[src/fft_pkg.sv]
package fft_pkg;

    // words are signed two's complement with frac_w fraction bits
    localparam int data_w = 16;
    localparam int frac_w = 8;

    // a three bit twiddle index allows at most eight twiddle entries
    localparam int tw_idx_w = 3;

    typedef logic signed [data_w-1:0] word_t;

    typedef struct packed {
        word_t re;
        word_t im;
    } cplx_t;

    // one butterfly request carries both samples and the twiddle to use
    typedef struct packed {
        cplx_t                a;
        cplx_t                b;
        logic [tw_idx_w-1:0]  tw_idx;
    } bfly_req_t;

    // sum is a + w*b and diff is a - w*b
    typedef struct packed {
        cplx_t sum;
        cplx_t diff;
    } bfly_res_t;

endpackage

[src/fp_mult.sv]
`timescale 1ns/100ps

module fp_mult (
    input  fft_pkg::word_t a,
    input  fft_pkg::word_t b,
    output fft_pkg::word_t c
);

    // both operands are sign extended into the full precision product
    logic signed [2*fft_pkg::data_w-1:0] prod;

    // product realigned to the word's binary point
    logic signed [2*fft_pkg::data_w-1:0] shifted;

    always_comb begin
        prod    = a * b;
        shifted = prod >>> fft_pkg::frac_w;   // arithmetic shift keeps the sign
    end

    // upper bits are simply dropped without saturation
    assign c = shifted[fft_pkg::data_w-1:0];

endmodule

[src/fp_cmult.sv]
`timescale 1ns/100ps

module fp_cmult #(
    parameter int num_mults = 1
) (
    input  logic           clk,
    input  logic           reset,
    input  logic           recv_val,
    output logic           recv_rdy,
    input  fft_pkg::cplx_t x,
    input  fft_pkg::cplx_t y,
    output logic           send_val,
    input  logic           send_rdy,
    output fft_pkg::cplx_t z
);

    // z = x * y using three real products
    // re = xr*yr - xi*yi
    // im = (xr + xi)(yr + yi) - xr*yr - xi*yi

    fft_pkg::word_t p_rr;
    fft_pkg::word_t p_ii;
    fft_pkg::word_t p_s;

    generate
        if (num_mults == 3) begin : g_three
            fft_pkg::word_t x_sum;
            fft_pkg::word_t y_sum;

            assign x_sum = x.re + x.im;   // wraps like every other sum
            assign y_sum = y.re + y.im;

            fp_mult m_rr (
                .a(x.re),
                .b(y.re),
                .c(p_rr)
            );

            fp_mult m_ii (
                .a(x.im),
                .b(y.im),
                .c(p_ii)
            );

            fp_mult m_s (
                .a(x_sum),
                .b(y_sum),
                .c(p_s)
            );

            // purely combinational, so the handshake passes straight through
            assign send_val = recv_val;
            assign recv_rdy = send_rdy;
        end else begin : g_one
            localparam logic [2:0] st_idle = 3'd0;
            localparam logic [2:0] st_mul1 = 3'd1;
            localparam logic [2:0] st_mul2 = 3'd2;
            localparam logic [2:0] st_mul3 = 3'd3;
            localparam logic [2:0] st_done = 3'd4;

            logic [2:0]     state;
            logic [2:0]     next_state;
            fft_pkg::cplx_t lx;
            fft_pkg::cplx_t ly;
            fft_pkg::word_t mul_a;
            fft_pkg::word_t mul_b;
            fft_pkg::word_t mul_c;

            always_ff @(posedge clk) begin
                if (reset) begin
                    state <= st_idle;
                end else begin
                    state <= next_state;
                end
            end

            // operands are captured once, then one product lands per state
            always_ff @(posedge clk) begin
                case (state)
                    st_idle: begin
                        if (recv_val) begin
                            lx <= x;
                            ly <= y;
                        end
                    end
                    st_mul1: p_rr <= mul_c;
                    st_mul2: p_ii <= mul_c;
                    st_mul3: p_s  <= mul_c;
                    default: begin
                    end
                endcase
            end

            always_comb begin
                next_state = state;
                recv_rdy   = 1'b0;
                send_val   = 1'b0;
                mul_a      = '0;
                mul_b      = '0;
                case (state)
                    st_idle: begin
                        recv_rdy = 1'b1;
                        if (recv_val) next_state = st_mul1;
                    end
                    st_mul1: begin
                        mul_a      = lx.re;
                        mul_b      = ly.re;
                        next_state = st_mul2;
                    end
                    st_mul2: begin
                        mul_a      = lx.im;
                        mul_b      = ly.im;
                        next_state = st_mul3;
                    end
                    st_mul3: begin
                        mul_a      = lx.re + lx.im;
                        mul_b      = ly.re + ly.im;
                        next_state = st_done;
                    end
                    st_done: begin
                        send_val = 1'b1;   // held until the consumer takes it
                        if (send_rdy) next_state = st_idle;
                    end
                    default: next_state = st_idle;
                endcase
            end

            fp_mult m_shared (
                .a(mul_a),
                .b(mul_b),
                .c(mul_c)
            );
        end
    endgenerate

    always_comb begin
        z.re = p_rr - p_ii;
        z.im = p_s - p_rr - p_ii;
    end

endmodule

[src/twiddle_regs.sv]
`timescale 1ns/100ps

module twiddle_regs #(
    parameter int tw_depth = 8
) (
    input  logic                         clk,
    input  logic                         reset,
    input  logic                         cfg_we,
    input  logic [fft_pkg::tw_idx_w-1:0] cfg_addr,
    input  fft_pkg::cplx_t               cfg_data,
    input  logic [fft_pkg::tw_idx_w-1:0] tw_idx,
    output fft_pkg::cplx_t               tw
);

    fft_pkg::cplx_t regs [tw_depth];

    logic addr_ok;
    logic idx_ok;

    // the index field may reach past a short table
    assign addr_ok = (cfg_addr < tw_depth);
    assign idx_ok  = (tw_idx < tw_depth);

    always_ff @(posedge clk) begin
        if (reset) begin
            for (int i = 0; i < tw_depth; i++) begin
                regs[i] <= '0;
            end
        end else if (cfg_we && addr_ok) begin
            regs[cfg_addr] <= cfg_data;   // out of range writes are dropped
        end
    end

    // read is combinational and sees the value before a same cycle write
    always_comb begin
        if (idx_ok) begin
            tw = regs[tw_idx];
        end else begin
            tw = '0;
        end
    end

endmodule

[src/butterfly.sv]
`timescale 1ns/100ps

module butterfly #(
    parameter int num_mults = 1
) (
    input  logic                         clk,
    input  logic                         reset,
    input  logic                         in_val,
    output logic                         in_rdy,
    input  fft_pkg::bfly_req_t           in_req,
    output logic [fft_pkg::tw_idx_w-1:0] tw_idx,
    input  fft_pkg::cplx_t               tw,
    output logic                         out_val,
    input  logic                         out_rdy,
    output fft_pkg::bfly_res_t           out_res
);

    logic               cm_recv_rdy;
    logic               cm_send_val;
    logic               cm_send_rdy;
    logic               prod_xfer;
    fft_pkg::cplx_t     prod;
    fft_pkg::cplx_t     a_held;
    fft_pkg::bfly_res_t res_next;

    assign tw_idx = in_req.tw_idx;

    // the output register can take a product if it is empty or draining now
    assign cm_send_rdy = !out_val || out_rdy;
    assign prod_xfer   = cm_send_val && cm_send_rdy;

    // the multiplier decides when a new request may enter
    assign in_rdy = cm_recv_rdy;

    fp_cmult #(
        .num_mults(num_mults)
    ) u_cmult (
        .clk(clk),
        .reset(reset),
        .recv_val(in_val),
        .recv_rdy(cm_recv_rdy),
        .x(in_req.b),
        .y(tw),
        .send_val(cm_send_val),
        .send_rdy(cm_send_rdy),
        .z(prod)
    );

    generate
        if (num_mults == 3) begin : g_pass
            assign a_held = in_req.a;   // product is ready in the same cycle
        end else begin : g_hold
            fft_pkg::cplx_t a_lat;

            // a has to outlive the request while the shared multiplier runs
            always_ff @(posedge clk) begin
                if (in_val && in_rdy) begin
                    a_lat <= in_req.a;
                end
            end

            assign a_held = a_lat;
        end
    endgenerate

    always_comb begin
        res_next.sum.re  = a_held.re + prod.re;
        res_next.sum.im  = a_held.im + prod.im;
        res_next.diff.re = a_held.re - prod.re;
        res_next.diff.im = a_held.im - prod.im;
    end

    always_ff @(posedge clk) begin
        if (reset) begin
            out_val <= 1'b0;
        end else if (prod_xfer) begin
            out_val <= 1'b1;
        end else if (out_rdy) begin
            out_val <= 1'b0;
        end
    end

    // result only changes when a new product is taken, so it holds under stall
    always_ff @(posedge clk) begin
        if (prod_xfer) begin
            out_res <= res_next;
        end
    end

endmodule

[src/butterfly_top.sv]
`timescale 1ns/100ps

module butterfly_top #(
    parameter int num_mults = 1,
    parameter int tw_depth  = 8
) (
    input  logic                         clk,
    input  logic                         reset,
    input  logic                         in_val,
    output logic                         in_rdy,
    input  fft_pkg::bfly_req_t           in_req,
    output logic                         out_val,
    input  logic                         out_rdy,
    output fft_pkg::bfly_res_t           out_res,
    input  logic                         cfg_we,
    input  logic [fft_pkg::tw_idx_w-1:0] cfg_addr,
    input  fft_pkg::cplx_t               cfg_data
);

    logic [fft_pkg::tw_idx_w-1:0] tw_idx;
    fft_pkg::cplx_t               tw;

    twiddle_regs #(
        .tw_depth(tw_depth)
    ) u_twiddle (
        .clk(clk),
        .reset(reset),
        .cfg_we(cfg_we),
        .cfg_addr(cfg_addr),
        .cfg_data(cfg_data),
        .tw_idx(tw_idx),
        .tw(tw)
    );

    butterfly #(
        .num_mults(num_mults)
    ) u_bfly (
        .clk(clk),
        .reset(reset),
        .in_val(in_val),
        .in_rdy(in_rdy),
        .in_req(in_req),
        .tw_idx(tw_idx),
        .tw(tw),
        .out_val(out_val),
        .out_rdy(out_rdy),
        .out_res(out_res)
    );

endmodule

[config.mk]
export PLATFORM = sky130hd
export DESIGN_NAME = butterfly_top
export DESIGN_NICKNAME = d
export VERILOG_FILES = /design/src/fft_pkg.sv /design/src/fp_mult.sv /design/src/fp_cmult.sv /design/src/twiddle_regs.sv /design/src/butterfly.sv /design/src/butterfly_top.sv
export SDC_FILE = /design/constraint.sdc
export NUM_CORES = 1
export LEC_CHECK = 0
export BUFFER_PORTS_ARGS = -buffer_cell sky130_fd_sc_hd__buf_2
export CAP_MARGIN = 10
export CORE_ASPECT_RATIO = 0.75
export CORE_MARGIN = 1
export CORE_UTILIZATION = 53
export CTS_CLUSTER_SIZE = 20
export DETAILED_ROUTE_END_ITERATION = 7
export GPL_TIMING_DRIVEN = 0
export PLACE_DENSITY = 0.83
export SETUP_SLACK_MARGIN = 0.02
export SLEW_MARGIN = 20
export SYNTH_ARGS = -nofsm -noshare
export SYNTH_HDL_FRONTEND = slang
export SYNTH_HIERARCHICAL = 1
export SYNTH_SLANG_ARGS = --single-unit
[constraint.sdc]
create_clock -name clk -period 13.2 [get_ports clk]
set_input_delay 1.32 -clock clk [delete_from_list [all_inputs] [get_ports clk]]
set_output_delay 1.32 -clock clk [all_outputs]
set_load 0.02 [all_outputs]
**Word level (Yosys, flattened, before mapping)**

Memory sizes are Yosys's and may differ from the RTL's. A register that Yosys moved wholly into a read port is not among the register bits.
Index checks and enable logic that the tools add are counted.

- Flip-flop bits (word level): 180
- Memory bits (writable): 256
- Bits of input ports: 107
- Logic and storage cells: 56
- Memories kept: 1

Memory list:

| memory | words | width | rd ports | clocked after Yosys merged registers in | wr ports | line | RTL |
|---|---|---|---|---|---|---|---|
| u_twiddle.regs | 8 | 32 | 1 | 1 | 8 | twiddle_regs.sv:15 | `fft_pkg::cplx_t regs [tw_depth];` |

- Add/sub/neg operators: 9
- Multipliers: 1
- Equality and inequality tests: 6
- Mux-type cells: 17
- Reduce and logical (&&, ||, !) cells: 9

Operators by type and width:

| operator | count |
|---|---|
| one-hot mux 16 bit (3 select lines) | 2 |
| subtractor 16 bit | 5 |
| adder 16 bit | 4 |
| two-way mux 32 bit | 1 |
| OR reduction 32 bit | 1 |
| multiplier 16 x 16 -> 24 bit | 1 |
| one-hot mux 3 bit (5 select lines) | 1 |
| two-way mux 1 bit | 10 |
| two-way mux 3 bit | 3 |
| == test 3 x 2 -> 1 bit (second input constant) | 2 |
| AND reduction 2 bit | 2 |
| == test 3 x 1 -> 1 bit (second input constant) | 1 |
| == test 3 bit (second input constant) | 1 |
| zero test 3 bit | 1 |
| logical AND 1 bit | 2 |
| != test 2 x 1 -> 1 bit (second input constant) | 1 |
| != test 2 bit (second input constant) | 1 |
| nonzero test 2 bit | 1 |
| zero test 1 bit | 1 |
| logical OR 1 bit | 1 |

**Depth between registers and ports, before layout**

- Depth after elaboration: 5
- Gate-level depth with buffers: 32

**Cells and area by module**

The synthesis kept the hierarchy.

By module, submodules not included:

| module | times used | cells an instance | area an instance (µm²) |
|---|---|---|---|
| twiddle_regs | 1 | 729 | 11642.4 |
| fp_cmult | 1 | 705 | 7803.7 |
| fp_mult | 1 | 862 | 7482.2 |
| butterfly | 1 | 558 | 6098.3 |

**Worst setup path after synthesis**

OpenSTA, ideal clock, no wires.

- Path kind: reg-to-reg
- Start: register u_bfly/u_cmult/g_one.ly[0] (netlist bit)
- End: register u_bfly.u_cmult.p_ii[15] (data pin)
- Arrival time: 7523 ps
- Required time: 12931 ps
- Setup slack: 5408 ps
- Cell stages (with the launch flop): 28
- Buffers on the path: 2
- Clock period less this slack: 7792 ps
- Cell sequence: edfxtp_1 ha_1 fa_1 a21o_1 a21o_1 a21o_1 a2111oi_4 o211ai_1 o311a_1 a211oi_2 clkbuf_1 clkbuf_1 nand2_1 fa_1 fa_1 fa_1 fa_1 fa_1 fa_1 inv_1 ha_1 a21o_1 a21o_1 a21oi_1 nand2_1 o21a_1 a221o_1 xnor2_1

- Word-level cells in the longest chain between the ends: 3

RTL lines:

| item | line | RTL |
|---|---|---|
| start: declaration | fp_cmult.sv:64 | `fft_pkg::cplx_t ly;` |
| start signal: assignment | fp_cmult.sv:83 | `ly <= y;` |
| adder 16 bit | fp_cmult.sv:117 | `mul_b = ly.re + ly.im;` |
| one-hot mux 16 bit (3 select lines) | fp_cmult.sv:100 | `case (state)` |
| named net u_bfly.u_cmult.g_one.mul_b[8] | fp_cmult.sv:66 | `fft_pkg::word_t mul_b;` |
| multiplier 16 x 16 -> 24 bit | fp_mult.sv:16 | `prod = a * b;` |
| named net u_bfly.u_cmult.g_one.mul_c[15] | fp_cmult.sv:67 | `fft_pkg::word_t mul_c;` |
| end signal: assignment | fp_cmult.sv:87 | `st_mul2: p_ii <= mul_c;` |
| end: declaration | fp_cmult.sv:22 | `fft_pkg::word_t p_ii;` |

The timed path passes the listed nets, and every way through them passes these cells.
A chain may end at the register's enable or synchronous reset.

**Worst setup path in the final report**

- Start: register u_bfly/u_cmult/g_one.ly[16] (netlist bit)
- End: register u_bfly.u_cmult.p_ii[15] (data pin)

Same word-level chain as after synthesis.

==> flow_summary_export.csv <==
group,metric,value,unit
yosys,ys_warn_count,6,
worst_setup_path,crit_top_cell,"fa_1",
die,ios,173,
pwr,pwr-share-comb,0.521,
clock_network,insertion_delay,640,ps
clock_network,cts_buffer_depth,3,
worst_hold_path,hold_path.startpoint,"u_bfly/out_val$_SDFFE_PP0P_",
pwr,total_leakage_power,14.77,nW
clock_network,numCtsBuffers,44,
worst_setup_path,worstPathArrival,9260,ps
die,start_util,0.5415,
worst_setup_path,worstReg2RegStart,"u_bfly/u_cmult/g_one.ly[16]$_DFFE_PP_",
sta,fmax,111.8,MHz
pwr,fin_total_pwr,6.845,mW
global_routing,grt_use_total,0.2649,
placed_design,portBuffers,169,
drt,wl,83310,um
worst_setup_path,required,13520,ps
clock_network,cts_resized,0,
global_routing,grt_first_pass_wirelength,130400,um
drt,first_pass_iters,7,
yosys,synth_ff_type,"edfxtp_1",
drt,num_vias,23588,
die,die_y,218.2,um
worst_hold_path,hp-class,"register to register",
worst_setup_path,critical_path.slowest_cell,"a311oi_1",
drt,wl_per_cell,21.26,um
sta,finalClockSkew,79.32,ps
placed_design,place_inst,3837,
sta,slew_violations,0,
global_routing,grt_pass1_vias,23577,
pwr,peakVddDrop,0.0001537,V
clock_network,cts_tree,"done",
pwr,pwr-share-seq,0.294,
sta,max_slew.worst_pin.slew,1203,ps
global_routing,grt_remaining_overflow,0,
sta,setup_violations,0,
worst_setup_path,critical_path_class,"register to register",
sta,max_slew_margin,0.1893,
clock_network,root_buffer,"clkbuf_16",
yosys,ys_seq_elements,466,
global_routing,antenna_found_initial,0,
cells_and_area,register_area,0.01395,sq mm
worst_setup_path,end_kind,"register",
cells_and_area,final_cell_mix,"edfxtp_1 (462), inv_1 (351), nor3_1 (288)",
drt,ant_nets,0,
cells_and_area,fin_nets,3604,
clock_network,hold_buffers,0,
clock_network,htreeDepth,2,
drt,drt-initial-drc-count,2727,
global_routing,grt_max_degree,61,
pwr,p_int,4.043,mW
die,die_x,290.2,um
worst_hold_path,whs_endpoint,"u_bfly/out_val$_SDFFE_PP0P_",
cells_and_area,n_antenna_cell,0,
sta,setup_ws,4258,ps
yosys,ys_types,89,
sta,hold_viol,0,
yosys,synth_edf_count,462,
cells_and_area,layoutNonFillerInstCount,3919,
cells_and_area,multi_input_comb_area,0.01685,sq mm
cells_and_area,layout-drive-gt1-share,0.1350,
worst_hold_path,whs_path_depth,2,
worst_setup_path,r2r_end,"u_bfly/u_cmult/p_ii[15]$_DFFE_PN_",
job,max-cap-violations,0,
cells_and_area,nFillCells,4607,
yosys,async_reset_ff_frac,0,
pwr,sw_frac_of_total,0.4094,
worst_setup_path,slowest_delay,940,ps
worst_setup_path,cp-start-kind,"register",
yosys,synth_nets,3375,
worst_setup_path,path_max_fanout,10,
clock_network,cts.sinks,466,
pwr,power.density,186.5,mW/mm^2
sta,period_share,0.6774,
yosys,avgSynthCellArea,11.57,sq um
cells_and_area,syn2layout_area_growth,11.15,%
sta,rsz0062_at_grt,"false",
yosys,ys_seq_area_frac,0.4225,
pwr,switching_power,2.802,mW
placed_design,gp_congestion,0.9507,
sta,finalCriticalPeriod,8942,ps
cells_and_area,final_common_cell,"edfxtp_1",
clock_network,post-cts-setup-buffer-count,0,
placed_design,preCtsSetupSlack,4440,ps
worst_setup_path,regToRegSetupSlack,4260,ps
placed_design,place_hpwl,62620,um
die,fp.dieArea,0.06333,sq mm
drt,via_per_inst,6.019,
die,num_rows,78,
die,core_region_area,0.06100,sq mm
worst_setup_path,reg2regPathDepth,28,
cells_and_area,fin_util,0.6018,
sta,tns,0,ps
yosys,syn_inst,2854,
worst_setup_path,crit_path_start,"u_bfly/u_cmult/g_one.ly[16]$_DFFE_PP_",
clock_network,path_clk_slew,70,ps
pwr,clockPowerShare,0.185,
run_status,outcome,"finished clean",
drt,remaining_drc_errors,0,
yosys,syn_area,0.03303,sq mm
-- through the flow --
step                      instance area (sq um)  hold WS (ps)
after floorplan                           33030         570.3
after global placement                    34870         519.3
after detailed placement                  35290         530.5
after CTS                                 36710         558.1
after global routing                      36710         592.8
final                                     36710         561.4
-- worst max-delay path by stage --
stage                                   endpoint  slack (ps)
3_5_place_dp    u_bfly/u_cmult/p_s[15]$_DFFE_PP_        4440
2_1_floorplan  u_bfly/u_cmult/p_ii[15]$_DFFE_PN_        5410
6_report       u_bfly/u_cmult/p_ii[15]$_DFFE_PN_        4260
5_1_grt         u_bfly/u_cmult/p_s[15]$_DFFE_PP_        3850
4_1_cts         u_bfly/u_cmult/p_s[15]$_DFFE_PP_        4390
3_3_place_gp    u_bfly/u_cmult/p_s[15]$_DFFE_PP_        4440
-- area by class of cell --
type	count	share of cell area
sequential	466	0.3801
clock buffer	57	0.03160
tap	800	0.02727
buffer	155	0.02345
timing repair buffer	183	0.03170
clock inverter	25	0.007055
inverter	388	0.03988
multi-input combinational	1845	0.4589
-- metal layers --
layer / share of wire / vias to the layer above / track usage
met1: 0.40 / 11311 / 0.3661
met4: 0.032 / 0 / 0.08333
met3: 0.12 / 220 / 0.06631
li1: - / 10466 / -
met5: 0 / - / 0
met2: 0.44 / 1591 / 0.4126
-- critical path: cells and delay by family (launching register included) --
family          cells  cell delay [ps]
compound gates     10             2860
xor+xnor            2              310
fa+ha+maj           9             3980
buf+inv             4              710
flops               1              460
simple gates        3              280
-- flip-flops by register name, summed over array words and instances, names as in the netlist --
name,cells
u_bfly/u_cmult/g_one.state,3
u_bfly/u_cmult/g_one.lx,32
u_bfly/a_held,32
u_bfly/u_cmult/g_one.ly,32
u_bfly/u_cmult/p_s,16
u_bfly/out_val,1
u_bfly/out_res,62
u_twiddle/regs,256
u_bfly/u_cmult/p_ii,16
u_bfly/u_cmult/p_rr,16
-- power by group through the flow --
stage / Clock (mW) / Combinational, mW / Sequential (mW)
after CTS: 1.28 / 3.53 / 2.01
after detailed placement: 0 / 3.51 / 2.04
after floorplan: 0 / 2.69 / 2.03
after global placement: 0 / 3.39 / 2.04
after global routing: 1.33 / 3.97 / 2.02
final: 1.26 / 3.57 / 2.01
-- synthesized netlist by cell type, types with 38 or more instances --
library cell	count	area share
a21o_1	40	0.0091
nor2_1	105	0.012
edfxtp_1	462	0.42
nor3_1	288	0.044
ha_1	206	0.078
a21oi_1	95	0.014
and2_1	103	0.020
o21ai_0	51	0.0077
fa_1	208	0.13
clkbuf_1	85	0.0097
nand2_1	174	0.020
inv_1	351	0.040
xnor2_1	95	0.025
xor2_1	38	0.010
-- cell families after synthesis --
| family | share of synthesized area |
|---|---|
| adder cells (fa/ha/maj) | 0.2041 |
| buffers and inverters | 0.07031 |
| XOR/XNOR | 0.03527 |
| flip-flops | 0.4225 |
| AND/OR/NAND/NOR | 0.1215 |
| multiplexers | 0.06690 |
| AO/OA/AOI/OAI | 0.07937 |
Note: power is estimated with default switching activity, not from simulation.
